$ cat src/logic/nn_ex_defines.svh
// Widths and counts for the execute stage; include wherever a port or array is sized

`ifndef NN_EX_DEFINES_SVH
`define NN_EX_DEFINES_SVH

//////////////////////////////////////////////////
// Datapath
//////////////////////////////////////////////////

`define NN_XLEN    32  // Data word width
`define NN_REG_AW  6   // GPR address incl. FP bank bit

//////////////////////////////////////////////////
// Special registers
//////////////////////////////////////////////////

// Weight group
`define NN_N_WSPR  4
`define NN_WSPR_IW 2

// Activation group
`define NN_N_ASPR  2
`define NN_ASPR_IW 1

`endif

$ cat src/logic/nn_ex_pkg.sv
// Operator encodings and the SIMD word view shared by the execute stage units

`include "nn_ex_defines.svh"

package nn_ex_pkg;

  // Integer ALU operator
  typedef enum logic [1:0] {
    ALU_ADD = 2'b00,
    ALU_SUB = 2'b01,
    ALU_SLT = 2'b10, // Signed less-than
    ALU_EQ  = 2'b11
  } nn_alu_op_e;

  // Lane width of the dot product
  typedef enum logic {
    DOT8  = 1'b0,
    DOT16 = 1'b1
  } nn_dot_mode_e;

  // One operand word, read as bytes or as halfwords
  typedef union packed {
    logic [`NN_XLEN/8-1:0][7:0]   lane8;
    logic [`NN_XLEN/16-1:0][15:0] lane16;
  } nn_simd_word_u;

endpackage

$ cat src/logic/nn_alu.sv
// Integer ALU of the execute stage; result goes to forwarding, compare drives the branch

`timescale 1ns/10ps

`include "nn_ex_defines.svh"

module nn_alu (
  input  nn_ex_pkg::nn_alu_op_e operator_i,
  input  logic [`NN_XLEN-1:0]   operand_a_i,
  input  logic [`NN_XLEN-1:0]   operand_b_i,
  output logic [`NN_XLEN-1:0]   result_o,
  output logic                  cmp_result_o
);

  logic [`NN_XLEN-1:0] sum;
  logic [`NN_XLEN-1:0] diff;
  logic                lt_signed;
  logic                is_equal;

  assign sum       = operand_a_i + operand_b_i;
  assign diff      = operand_a_i - operand_b_i;
  assign lt_signed = $signed(operand_a_i) < $signed(operand_b_i);
  assign is_equal  = (operand_a_i == operand_b_i);

  always_comb begin
    result_o     = sum;
    cmp_result_o = 1'b0; // No branch outcome for arithmetic ops
    case (operator_i)
      nn_ex_pkg::ALU_ADD: result_o = sum;
      nn_ex_pkg::ALU_SUB: result_o = diff;
      nn_ex_pkg::ALU_SLT: begin
        result_o     = {{(`NN_XLEN-1){1'b0}}, lt_signed};
        cmp_result_o = lt_signed;
      end
      nn_ex_pkg::ALU_EQ: begin
        result_o     = {{(`NN_XLEN-1){1'b0}}, is_equal};
        cmp_result_o = is_equal;
      end
      default: result_o = sum;
    endcase
  end

endmodule

$ cat src/logic/nn_dotp_unit.sv
// SIMD dot product with accumulator; operands come from the ports or the special registers

`timescale 1ns/10ps

`include "nn_ex_defines.svh"

module nn_dotp_unit (
  input  nn_ex_pkg::nn_dot_mode_e dot_mode_i,
  input  logic                    dot_signed_i,
  input  logic                    dot_spr_i,    // Load-and-compute form
  input  logic [`NN_XLEN-1:0]     op_a_i,
  input  logic [`NN_XLEN-1:0]     op_b_i,
  input  logic [`NN_XLEN-1:0]     op_c_i,       // Accumulator
  input  logic [`NN_XLEN-1:0]     spr_w_i,
  input  logic [`NN_XLEN-1:0]     spr_a_i,
  output logic [`NN_XLEN-1:0]     result_o
);

  nn_ex_pkg::nn_simd_word_u opa;
  nn_ex_pkg::nn_simd_word_u opb;

  logic signed [`NN_XLEN-1:0] sum8;
  logic signed [`NN_XLEN-1:0] sum16;

  // Weights on a, activations on b
  assign opa = dot_spr_i ? spr_w_i : op_a_i;
  assign opb = dot_spr_i ? spr_a_i : op_b_i;

  //////////////////////////////////////////////////
  // Lane products
  //////////////////////////////////////////////////

  // One extra bit per lane holds the sign, or zero when unsigned
  always_comb begin
    logic signed [8:0]  ea8;
    logic signed [8:0]  eb8;
    logic signed [16:0] ea16;
    logic signed [16:0] eb16;
    sum8  = '0;
    sum16 = '0;
    for (int i = 0; i < `NN_XLEN/8; i++) begin
      ea8  = {dot_signed_i & opa.lane8[i][7], opa.lane8[i]};
      eb8  = {dot_signed_i & opb.lane8[i][7], opb.lane8[i]};
      sum8 = sum8 + ea8 * eb8;
    end
    for (int j = 0; j < `NN_XLEN/16; j++) begin
      ea16  = {dot_signed_i & opa.lane16[j][15], opa.lane16[j]};
      eb16  = {dot_signed_i & opb.lane16[j][15], opb.lane16[j]};
      sum16 = sum16 + ea16 * eb16;
    end
  end

  // Wraps at 32 bits
  assign result_o = op_c_i + ((dot_mode_i == nn_ex_pkg::DOT16) ? sum16 : sum8);

endmodule

$ cat src/logic/nn_spr_file.sv
// Weight and activation registers, filled by loads in WB and read by the load-and-compute dot

`timescale 1ns/10ps

`include "nn_ex_defines.svh"

module nn_spr_file (
  input  logic                   clk,
  input  logic                   rst_n,
  input  logic                   ex_valid_i,
  input  logic                   wb_ready_i,
  input  logic                   lsu_spr_i,
  input  logic [2:0]             lsu_spr_sel_i,  // {group, index}
  input  logic                   data_rvalid_i,
  input  logic [`NN_XLEN-1:0]    lsu_rdata_i,
  input  logic [`NN_WSPR_IW-1:0] w_idx_i,
  input  logic [`NN_ASPR_IW-1:0] a_idx_i,
  output logic [`NN_XLEN-1:0]    spr_w_o,
  output logic [`NN_XLEN-1:0]    spr_a_o
);

  logic [`NN_N_WSPR-1:0][`NN_XLEN-1:0] wspr_q;
  logic [`NN_N_ASPR-1:0][`NN_XLEN-1:0] aspr_q;

  logic       pend_q;   // SPR load sitting in WB
  logic [2:0] sel_q;
  logic       spr_we;

  // Load target follows the instruction into WB
  always_ff @(posedge clk, negedge rst_n) begin
    if (!rst_n) begin
      pend_q <= 1'b0;
    end else if (ex_valid_i) begin
      pend_q <= lsu_spr_i;
    end else if (wb_ready_i) begin
      pend_q <= 1'b0; // Bubble
    end
  end

  always_ff @(posedge clk) begin
    if (ex_valid_i) sel_q <= lsu_spr_sel_i;
  end

  assign spr_we = pend_q & data_rvalid_i;

  //////////////////////////////////////////////////
  // Register array
  //////////////////////////////////////////////////

  always_ff @(posedge clk, negedge rst_n) begin
    if (!rst_n) begin
      wspr_q <= '0;
      aspr_q <= '0;
    end else if (spr_we) begin
      if (sel_q[`NN_WSPR_IW]) wspr_q[sel_q[`NN_WSPR_IW-1:0]] <= lsu_rdata_i;
      else                    aspr_q[sel_q[`NN_ASPR_IW-1:0]] <= lsu_rdata_i;
    end
  end

  // Old contents seen by a dot in the same cycle as the write
  assign spr_w_o = wspr_q[w_idx_i];
  assign spr_a_o = aspr_q[a_idx_i];

endmodule

$ cat src/logic/nn_writeback.sv
// Forwarding mux, EX/WB pipeline register, writeback mux and the ex_ready/ex_valid stall logic

`timescale 1ns/10ps

`include "nn_ex_defines.svh"

module nn_writeback (
  input  logic                  clk,
  input  logic                  rst_n,

  input  logic                  alu_en_i,
  input  logic                  dot_en_i,
  input  logic                  lsu_en_i,
  input  logic                  dot_spr_i,
  input  logic                  branch_in_ex_i,
  input  logic [`NN_XLEN-1:0]   alu_result_i,
  input  logic [`NN_XLEN-1:0]   dot_result_i,

  input  logic                  regfile_alu_we_i,
  input  logic [`NN_REG_AW-1:0] regfile_alu_waddr_i,
  input  logic [`NN_REG_AW-1:0] regfile_alu_waddr2_i,
  input  logic                  regfile_we_i,
  input  logic [`NN_REG_AW-1:0] regfile_waddr_i,
  input  logic                  lsu_err_i,
  input  logic                  lsu_ready_ex_i,
  input  logic [`NN_XLEN-1:0]   lsu_rdata_i,
  input  logic                  wb_ready_i,

  output logic                  regfile_alu_we_fw_o,
  output logic [`NN_REG_AW-1:0] regfile_alu_waddr_fw_o,
  output logic [`NN_XLEN-1:0]   regfile_alu_wdata_fw_o,
  output logic                  regfile_we_wb_o,
  output logic [`NN_REG_AW-1:0] regfile_waddr_wb_o,
  output logic [`NN_XLEN-1:0]   regfile_wdata_wb_o,
  output logic                  ex_ready_o,
  output logic                  ex_valid_o
);

  logic                  load_we_q;
  logic                  dot_wb_q;   // Deferred dot of a load-and-compute
  logic [`NN_REG_AW-1:0] load_waddr_q;
  logic [`NN_REG_AW-1:0] waddr2_q;
  logic [`NN_XLEN-1:0]   dot_result_q;

  //////////////////////////////////////////////////
  // Stall control
  //////////////////////////////////////////////////

  // Branches resolve here and never need WB
  assign ex_ready_o = (lsu_ready_ex_i & wb_ready_i) | branch_in_ex_i;
  assign ex_valid_o = (alu_en_i | dot_en_i | lsu_en_i) & lsu_ready_ex_i & wb_ready_i;

  // Forwarding port, ALU wins for load-and-compute
  assign regfile_alu_we_fw_o    = regfile_alu_we_i;
  assign regfile_alu_waddr_fw_o = regfile_alu_waddr_i;
  assign regfile_alu_wdata_fw_o = (dot_en_i & ~dot_spr_i) ? dot_result_i : alu_result_i;

  //////////////////////////////////////////////////
  // EX/WB register
  //////////////////////////////////////////////////

  always_ff @(posedge clk, negedge rst_n) begin
    if (!rst_n) begin
      load_we_q <= 1'b0;
      dot_wb_q  <= 1'b0;
    end else if (ex_valid_o) begin // wb_ready_i implied
      load_we_q <= regfile_we_i & ~lsu_err_i;
      dot_wb_q  <= dot_spr_i & dot_en_i;
    end else if (wb_ready_i) begin
      load_we_q <= 1'b0;
      dot_wb_q  <= 1'b0;
    end
  end

  always_ff @(posedge clk) begin
    if (ex_valid_o) begin
      load_waddr_q <= regfile_waddr_i;
      waddr2_q     <= regfile_alu_waddr2_i;
      dot_result_q <= dot_result_i;
    end
  end

  // Load data arrives in WB, dot result was captured in EX
  always_comb begin
    regfile_we_wb_o    = load_we_q | dot_wb_q;
    regfile_waddr_wb_o = load_waddr_q;
    regfile_wdata_wb_o = lsu_rdata_i;
    if (dot_wb_q) begin
      regfile_waddr_wb_o = waddr2_q;
      regfile_wdata_wb_o = dot_result_q;
    end
  end

endmodule

$ cat src/logic/nn_ex_stage.sv
// Top of the execute stage; wires ALU, dot unit, special registers and writeback together

`timescale 1ns/10ps

`include "nn_ex_defines.svh"

module nn_ex_stage (
  input  logic                    clk,
  input  logic                    rst_n,

  // ALU
  input  logic                    alu_en_i,
  input  nn_ex_pkg::nn_alu_op_e   alu_op_i,
  input  logic [`NN_XLEN-1:0]     alu_operand_a_i,
  input  logic [`NN_XLEN-1:0]     alu_operand_b_i,
  input  logic                    branch_in_ex_i,

  // Dot product
  input  logic                    dot_en_i,
  input  nn_ex_pkg::nn_dot_mode_e dot_mode_i,
  input  logic                    dot_signed_i,
  input  logic [`NN_XLEN-1:0]     dot_op_a_i,
  input  logic [`NN_XLEN-1:0]     dot_op_b_i,
  input  logic [`NN_XLEN-1:0]     dot_op_c_i,
  input  logic                    dot_spr_i,
  input  logic [`NN_WSPR_IW-1:0]  spr_w_idx_i,
  input  logic [`NN_ASPR_IW-1:0]  spr_a_idx_i,

  input  logic                    regfile_alu_we_i,
  input  logic [`NN_REG_AW-1:0]   regfile_alu_waddr_i,
  input  logic [`NN_REG_AW-1:0]   regfile_alu_waddr2_i,

  // LSU
  input  logic                    lsu_en_i,
  input  logic                    regfile_we_i,
  input  logic [`NN_REG_AW-1:0]   regfile_waddr_i,
  input  logic                    lsu_spr_i,
  input  logic [2:0]              lsu_spr_sel_i,
  input  logic                    lsu_err_i,
  input  logic                    lsu_ready_ex_i,
  input  logic [`NN_XLEN-1:0]     lsu_rdata_i,
  input  logic                    data_rvalid_i,

  input  logic                    wb_ready_i,

  output logic                    branch_decision_o,
  output logic                    regfile_alu_we_fw_o,
  output logic [`NN_REG_AW-1:0]   regfile_alu_waddr_fw_o,
  output logic [`NN_XLEN-1:0]     regfile_alu_wdata_fw_o,
  output logic                    regfile_we_wb_o,
  output logic [`NN_REG_AW-1:0]   regfile_waddr_wb_o,
  output logic [`NN_XLEN-1:0]     regfile_wdata_wb_o,
  output logic                    ex_ready_o,
  output logic                    ex_valid_o
);

  logic [`NN_XLEN-1:0] alu_result;
  logic [`NN_XLEN-1:0] dot_result;
  logic [`NN_XLEN-1:0] spr_w;
  logic [`NN_XLEN-1:0] spr_a;

  nn_alu u_alu (
    .operator_i   (alu_op_i),
    .operand_a_i  (alu_operand_a_i),
    .operand_b_i  (alu_operand_b_i),
    .result_o     (alu_result),
    .cmp_result_o (branch_decision_o)
  );

  nn_dotp_unit u_dotp (
    .dot_mode_i   (dot_mode_i),
    .dot_signed_i (dot_signed_i),
    .dot_spr_i    (dot_spr_i),
    .op_a_i       (dot_op_a_i),
    .op_b_i       (dot_op_b_i),
    .op_c_i       (dot_op_c_i),
    .spr_w_i      (spr_w),
    .spr_a_i      (spr_a),
    .result_o     (dot_result)
  );

  nn_spr_file u_spr (
    .clk           (clk),
    .rst_n         (rst_n),
    .ex_valid_i    (ex_valid_o),
    .wb_ready_i    (wb_ready_i),
    .lsu_spr_i     (lsu_spr_i),
    .lsu_spr_sel_i (lsu_spr_sel_i),
    .data_rvalid_i (data_rvalid_i),
    .lsu_rdata_i   (lsu_rdata_i),
    .w_idx_i       (spr_w_idx_i),
    .a_idx_i       (spr_a_idx_i),
    .spr_w_o       (spr_w),
    .spr_a_o       (spr_a)
  );

  nn_writeback u_wb (
    .clk                    (clk),
    .rst_n                  (rst_n),
    .alu_en_i               (alu_en_i),
    .dot_en_i               (dot_en_i),
    .lsu_en_i               (lsu_en_i),
    .dot_spr_i              (dot_spr_i),
    .branch_in_ex_i         (branch_in_ex_i),
    .alu_result_i           (alu_result),
    .dot_result_i           (dot_result),
    .regfile_alu_we_i       (regfile_alu_we_i),
    .regfile_alu_waddr_i    (regfile_alu_waddr_i),
    .regfile_alu_waddr2_i   (regfile_alu_waddr2_i),
    .regfile_we_i           (regfile_we_i),
    .regfile_waddr_i        (regfile_waddr_i),
    .lsu_err_i              (lsu_err_i),
    .lsu_ready_ex_i         (lsu_ready_ex_i),
    .lsu_rdata_i            (lsu_rdata_i),
    .wb_ready_i             (wb_ready_i),
    .regfile_alu_we_fw_o    (regfile_alu_we_fw_o),
    .regfile_alu_waddr_fw_o (regfile_alu_waddr_fw_o),
    .regfile_alu_wdata_fw_o (regfile_alu_wdata_fw_o),
    .regfile_we_wb_o        (regfile_we_wb_o),
    .regfile_waddr_wb_o     (regfile_waddr_wb_o),
    .regfile_wdata_wb_o     (regfile_wdata_wb_o),
    .ex_ready_o             (ex_ready_o),
    .ex_valid_o             (ex_valid_o)
  );

endmodule

$ cat config.mk
export PLATFORM = sky130hd
export DESIGN_NAME = nn_ex_stage
export DESIGN_NICKNAME = d
export VERILOG_FILES = /design/src/logic/nn_ex_pkg.sv /design/src/logic/nn_alu.sv /design/src/logic/nn_dotp_unit.sv /design/src/logic/nn_spr_file.sv /design/src/logic/nn_writeback.sv /design/src/logic/nn_ex_stage.sv
export VERILOG_INCLUDE_DIRS = /design/src /design/src/logic
export SDC_FILE = /design/constraint.sdc
export NUM_CORES = 2
export LEC_CHECK = 0
export BUFFER_PORTS_ARGS = -buffer_cell sky130_fd_sc_hd__buf_2
export CAP_MARGIN = 0
export CORE_UTILIZATION = 23
export DETAILED_ROUTE_END_ITERATION = 7
export SLEW_MARGIN = 25
export SYNTH_ARGS = -nofsm -noshare
export SYNTH_HDL_FRONTEND = slang
export SYNTH_HIERARCHICAL = 1
export SYNTH_SLANG_ARGS = --single-unit
$ cat constraint.sdc
create_clock -name clk -period 23.5 [get_ports clk]
set_clock_uncertainty 0.05 [all_clocks]
set_input_delay 4.7 -clock clk [delete_from_list [all_inputs] [get_ports clk]]
set_output_delay 4.7 -clock clk [all_outputs]
set_load 0.01 [all_outputs]
==> results.py <==
metrics = {
    "drt": {
        "firstDrtPassIters": 7,
        "vias": 37170,
        "drtAntennaViolNets": 0,
        "drt_iter0_drc": 3363,
        "drc_errors": 0,
        "viasPerCell": 4.608,
        "routed_wl_um": 200700,
        "post_drt_wl_per_cell_um": 24.87,
    },
    "synth": {
        "ys_top_cells_by_count": "inv_1, fa_1, nand2_1",
        "yosys_warnings": 6,
        "synth_top_area_frac": 0.4012,
        "synth_cell_types": 94,
        "async_flop_share": 0.8058,
        "ys.flop_type": "dfrtp_1",
        "yosys.area.top_type": "fa_1",
        "synth_cells": 4960,
        "synth_nets": 6522,
        "syn_area_per_cell_um2": 9.990,
        "ys_seq_area_frac": 0.1270,
        "synth-seq-cells": 242,
        "yosys.cell_count.top_type": "inv_1",
        "synth_edf_count": 47,
        "netlist_top_cells_area": "fa_1, dfrtp_1, inv_1",
        "synth_area_um2": 49550,
    },
    "clock_network": {
        "cts_tree": "yes",
        "post_cts_resized": 0,
        "root_buffer": "clkbuf_16",
        "clk_latency_ns": 0.57,
        "numCtsBuffers": 28,
        "cts_max_path_buffers": 3,
        "hold_buffers": 0,
        "postCtsSetupBuffers": 0,
        "cts.sinks": 242,
        "clk_pin_slew_ns": 0.06,
        "h-tree-depth": 1,
    },
    "setup_path": {
        "worstPathMaxFanout": 20,
        "crit_slowest_cell": "buf_2",
        "critPathArrivalTime_ns": 17.01,
        "start_kind": "input port",
        "max_stage_delay_ns": 0.62,
        "critPathMostFrequentCell": "fa_1",
        "crit_path_end_kind": "primary output",
        "worstSetupPathType": "in2out",
        "required_ns": 18.75,
    },
    "floorplanning": {
        "pin_count": 315,
        "start_util": 0.2311,
        "rows": 170,
        "die_h_um": 466.2,
        "die_area_um2": 217300,
        "die-width_um": 466.2,
        "core_area_um2": 214400,
    },
    "global_routing": {
        "grt_pass1_vias": 39650,
        "gr-total-overflow": 0,
        "track_usage": 0.1846,
        "grt_antenna_before_repair": 47,
        "grt_max_degree": 71,
        "grt_pass1_wl_um": 288400,
    },
    "outcome": {
        "status": "finished clean",
    },
    "finish": {
        "multiInputGateArea_um2": 37880,
        "seqCellArea_um2": 6295,
        "fill_cells": 22960,
        "fin_nets": 6754,
        "drive_gt1_frac": 0.1642,
        "synthToLayoutAreaGrowth_pct": 11.82,
        "design_area_um2": 55410,
    },
    "timing": {
        "grt_setup_unrepaired": "false",
        "holdWs_ns": 0.4357,
        "setup_violations": 0,
        "clock.fmax_mhz": 45.95,
        "final.min_clock_period_ns": 21.76,
        "finalWorstSetupSlack_ns": 1.735,
        "relSlewSlack": 0.2304,
        "finalHoldViolCount": 0,
        "worst_pin_slew_ns": 1.122,
        "fin_crit_sh": 0.9262,
        "maxSlewViolCount": 0,
        "timing.setup.tns_ns": 0,
    },
    "placed_design": {
        "place_congestion": 1.020,
        "place_ws_ns": 1.871,
        "place_area_um2": 54380,
        "hpwl_um": 176400,
        "portBuffers": 300,
    },
    "hold_path": {
        "hp-class": "reg2reg",
    },
    "run": {
        "drv_cap": 0,
    },
}
sequential cells by signal, summed over array words and instances (netlist names), 3 cells and up:
signal and flops:
u_spr/wspr_q 128, u_spr/sel_q 3, u_spr/aspr_q 64, u_wb/waddr2_q 6
u_wb/load_waddr_q 6, u_wb/dot_result_q 32
worst max-delay path: cells and delay by family:
kind / cells / cell delay (ns)
mux: 3 / 1.42
fa+ha+maj: 10 / 4.65
xor+xnor: 1 / 0.43
buf+inv: 7 / 1.51
compound gates: 10 / 2.32
simple gates: 7 / 1.90
routing by layer:
metal	up-vias	routed length (µm)	track usage
met4	48	8008	0.05991
met3	367	19920	0.04973
met2	1758	89170	0.2869
li1	15700	-	-
met5	-	307	0
met1	19300	83240	0.2473
cells in the final DEF, fill, tap and decap left out, types with 12 or more instances in the layout:
cell       synthesis  routed
mux2_1            15      15
clkbuf_16          0      29
fa_1             993     993
o21bai_1          18      18
a211oi_1          12      12
o21ai_0           67      67
edfxtp_1          47      47
buf_4             15      53
xnor2_1           99      99
nand2b_1          22      21
nand3_1           20      20
mux2i_1           71      61
nor2b_1           15      15
nor3_1            35      35
nor2_1           373     369
dfrtp_1          195     194
o21a_1            20      20
ha_1             335     335
mux4_2            32      32
mux2_4            30      30
inv_1           1251    1251
a21o_1            46      46
o31ai_1           16      16
nand4_1           14      14
mux2_2           324     324
nand2_1          416     416
xor2_1            29      29
a21oi_1          138     138
diode_2            0      16
buf_2             40     298
cells by family (layout without fill, tap and decap cells):
family | Yosys count | in the layout | share of synthesized area
AOI/OAI and AO/OA | 421 | 421 | 0.05742
xor gates and xnor gates | 128 | 128 | 0.02263
adders and majority gates | 1328 | 1328 | 0.4858
buffers and inverters | 1407 | 1661 | 0.1103
DFF | 242 | 242 | 0.1270
muxes | 472 | 472 | 0.1150
other | 0 | 16 | 0
and+or+nand+nor | 962 | 962 | 0.08192
through the flow:
stage | cells | util
global route | 8056 | 0.2583
CTS | 8052 | 0.2582
global placement | 7999 | 0.2534
floorplan | 4960 | -
finish | 8068 | 0.2584
detailed placement | 8000 | 0.2536
layout make-up:
type / instances / share of cell area
Inverter: 1254 / 0.08495
Multi-Input combinational cell: 3311 / 0.6836
Timing Repair Buffer: 355 / 0.03512
Tap cell: 2838 / 0.06409
Sequential cell: 242 / 0.1136
Clock buffer: 35 / 0.01441
Clock inverter: 17 / 0.003455
Antenna cell: 16 / 0.0007226
final timing paths:
check,startpoint,endpoint,slack (ns),cells past startpoint
worst max-delay path,spr_w_idx_i[0],regfile_alu_wdata_fw_o[31],1.74,38
worst min-delay path,u_spr/wspr_q[69]$_DFFE_PN0P_,u_spr/wspr_q[69]$_DFFE_PN0P_,0.44,1
worst max register to register,u_spr/wspr_q[115]$_DFFE_PN0P_,u_wb/dot_result_q[31]$_DFFE_PP_,11.70,37
worst min register to register,u_spr/wspr_q[69]$_DFFE_PN0P_,u_spr/wspr_q[69]$_DFFE_PN0P_,0.44,1
max in group asynchronous,rst_n,u_spr/wspr_q[59]$_DFFE_PN0P_,17.10,3
min in group asynchronous,rst_n,u_wb/dot_wb_q$_DFFE_PN0P_,4.06,1
Power is left out: the tool's default activity adds up to more than one toggle a clock period on the data nets, which glitch-free logic cannot reach.
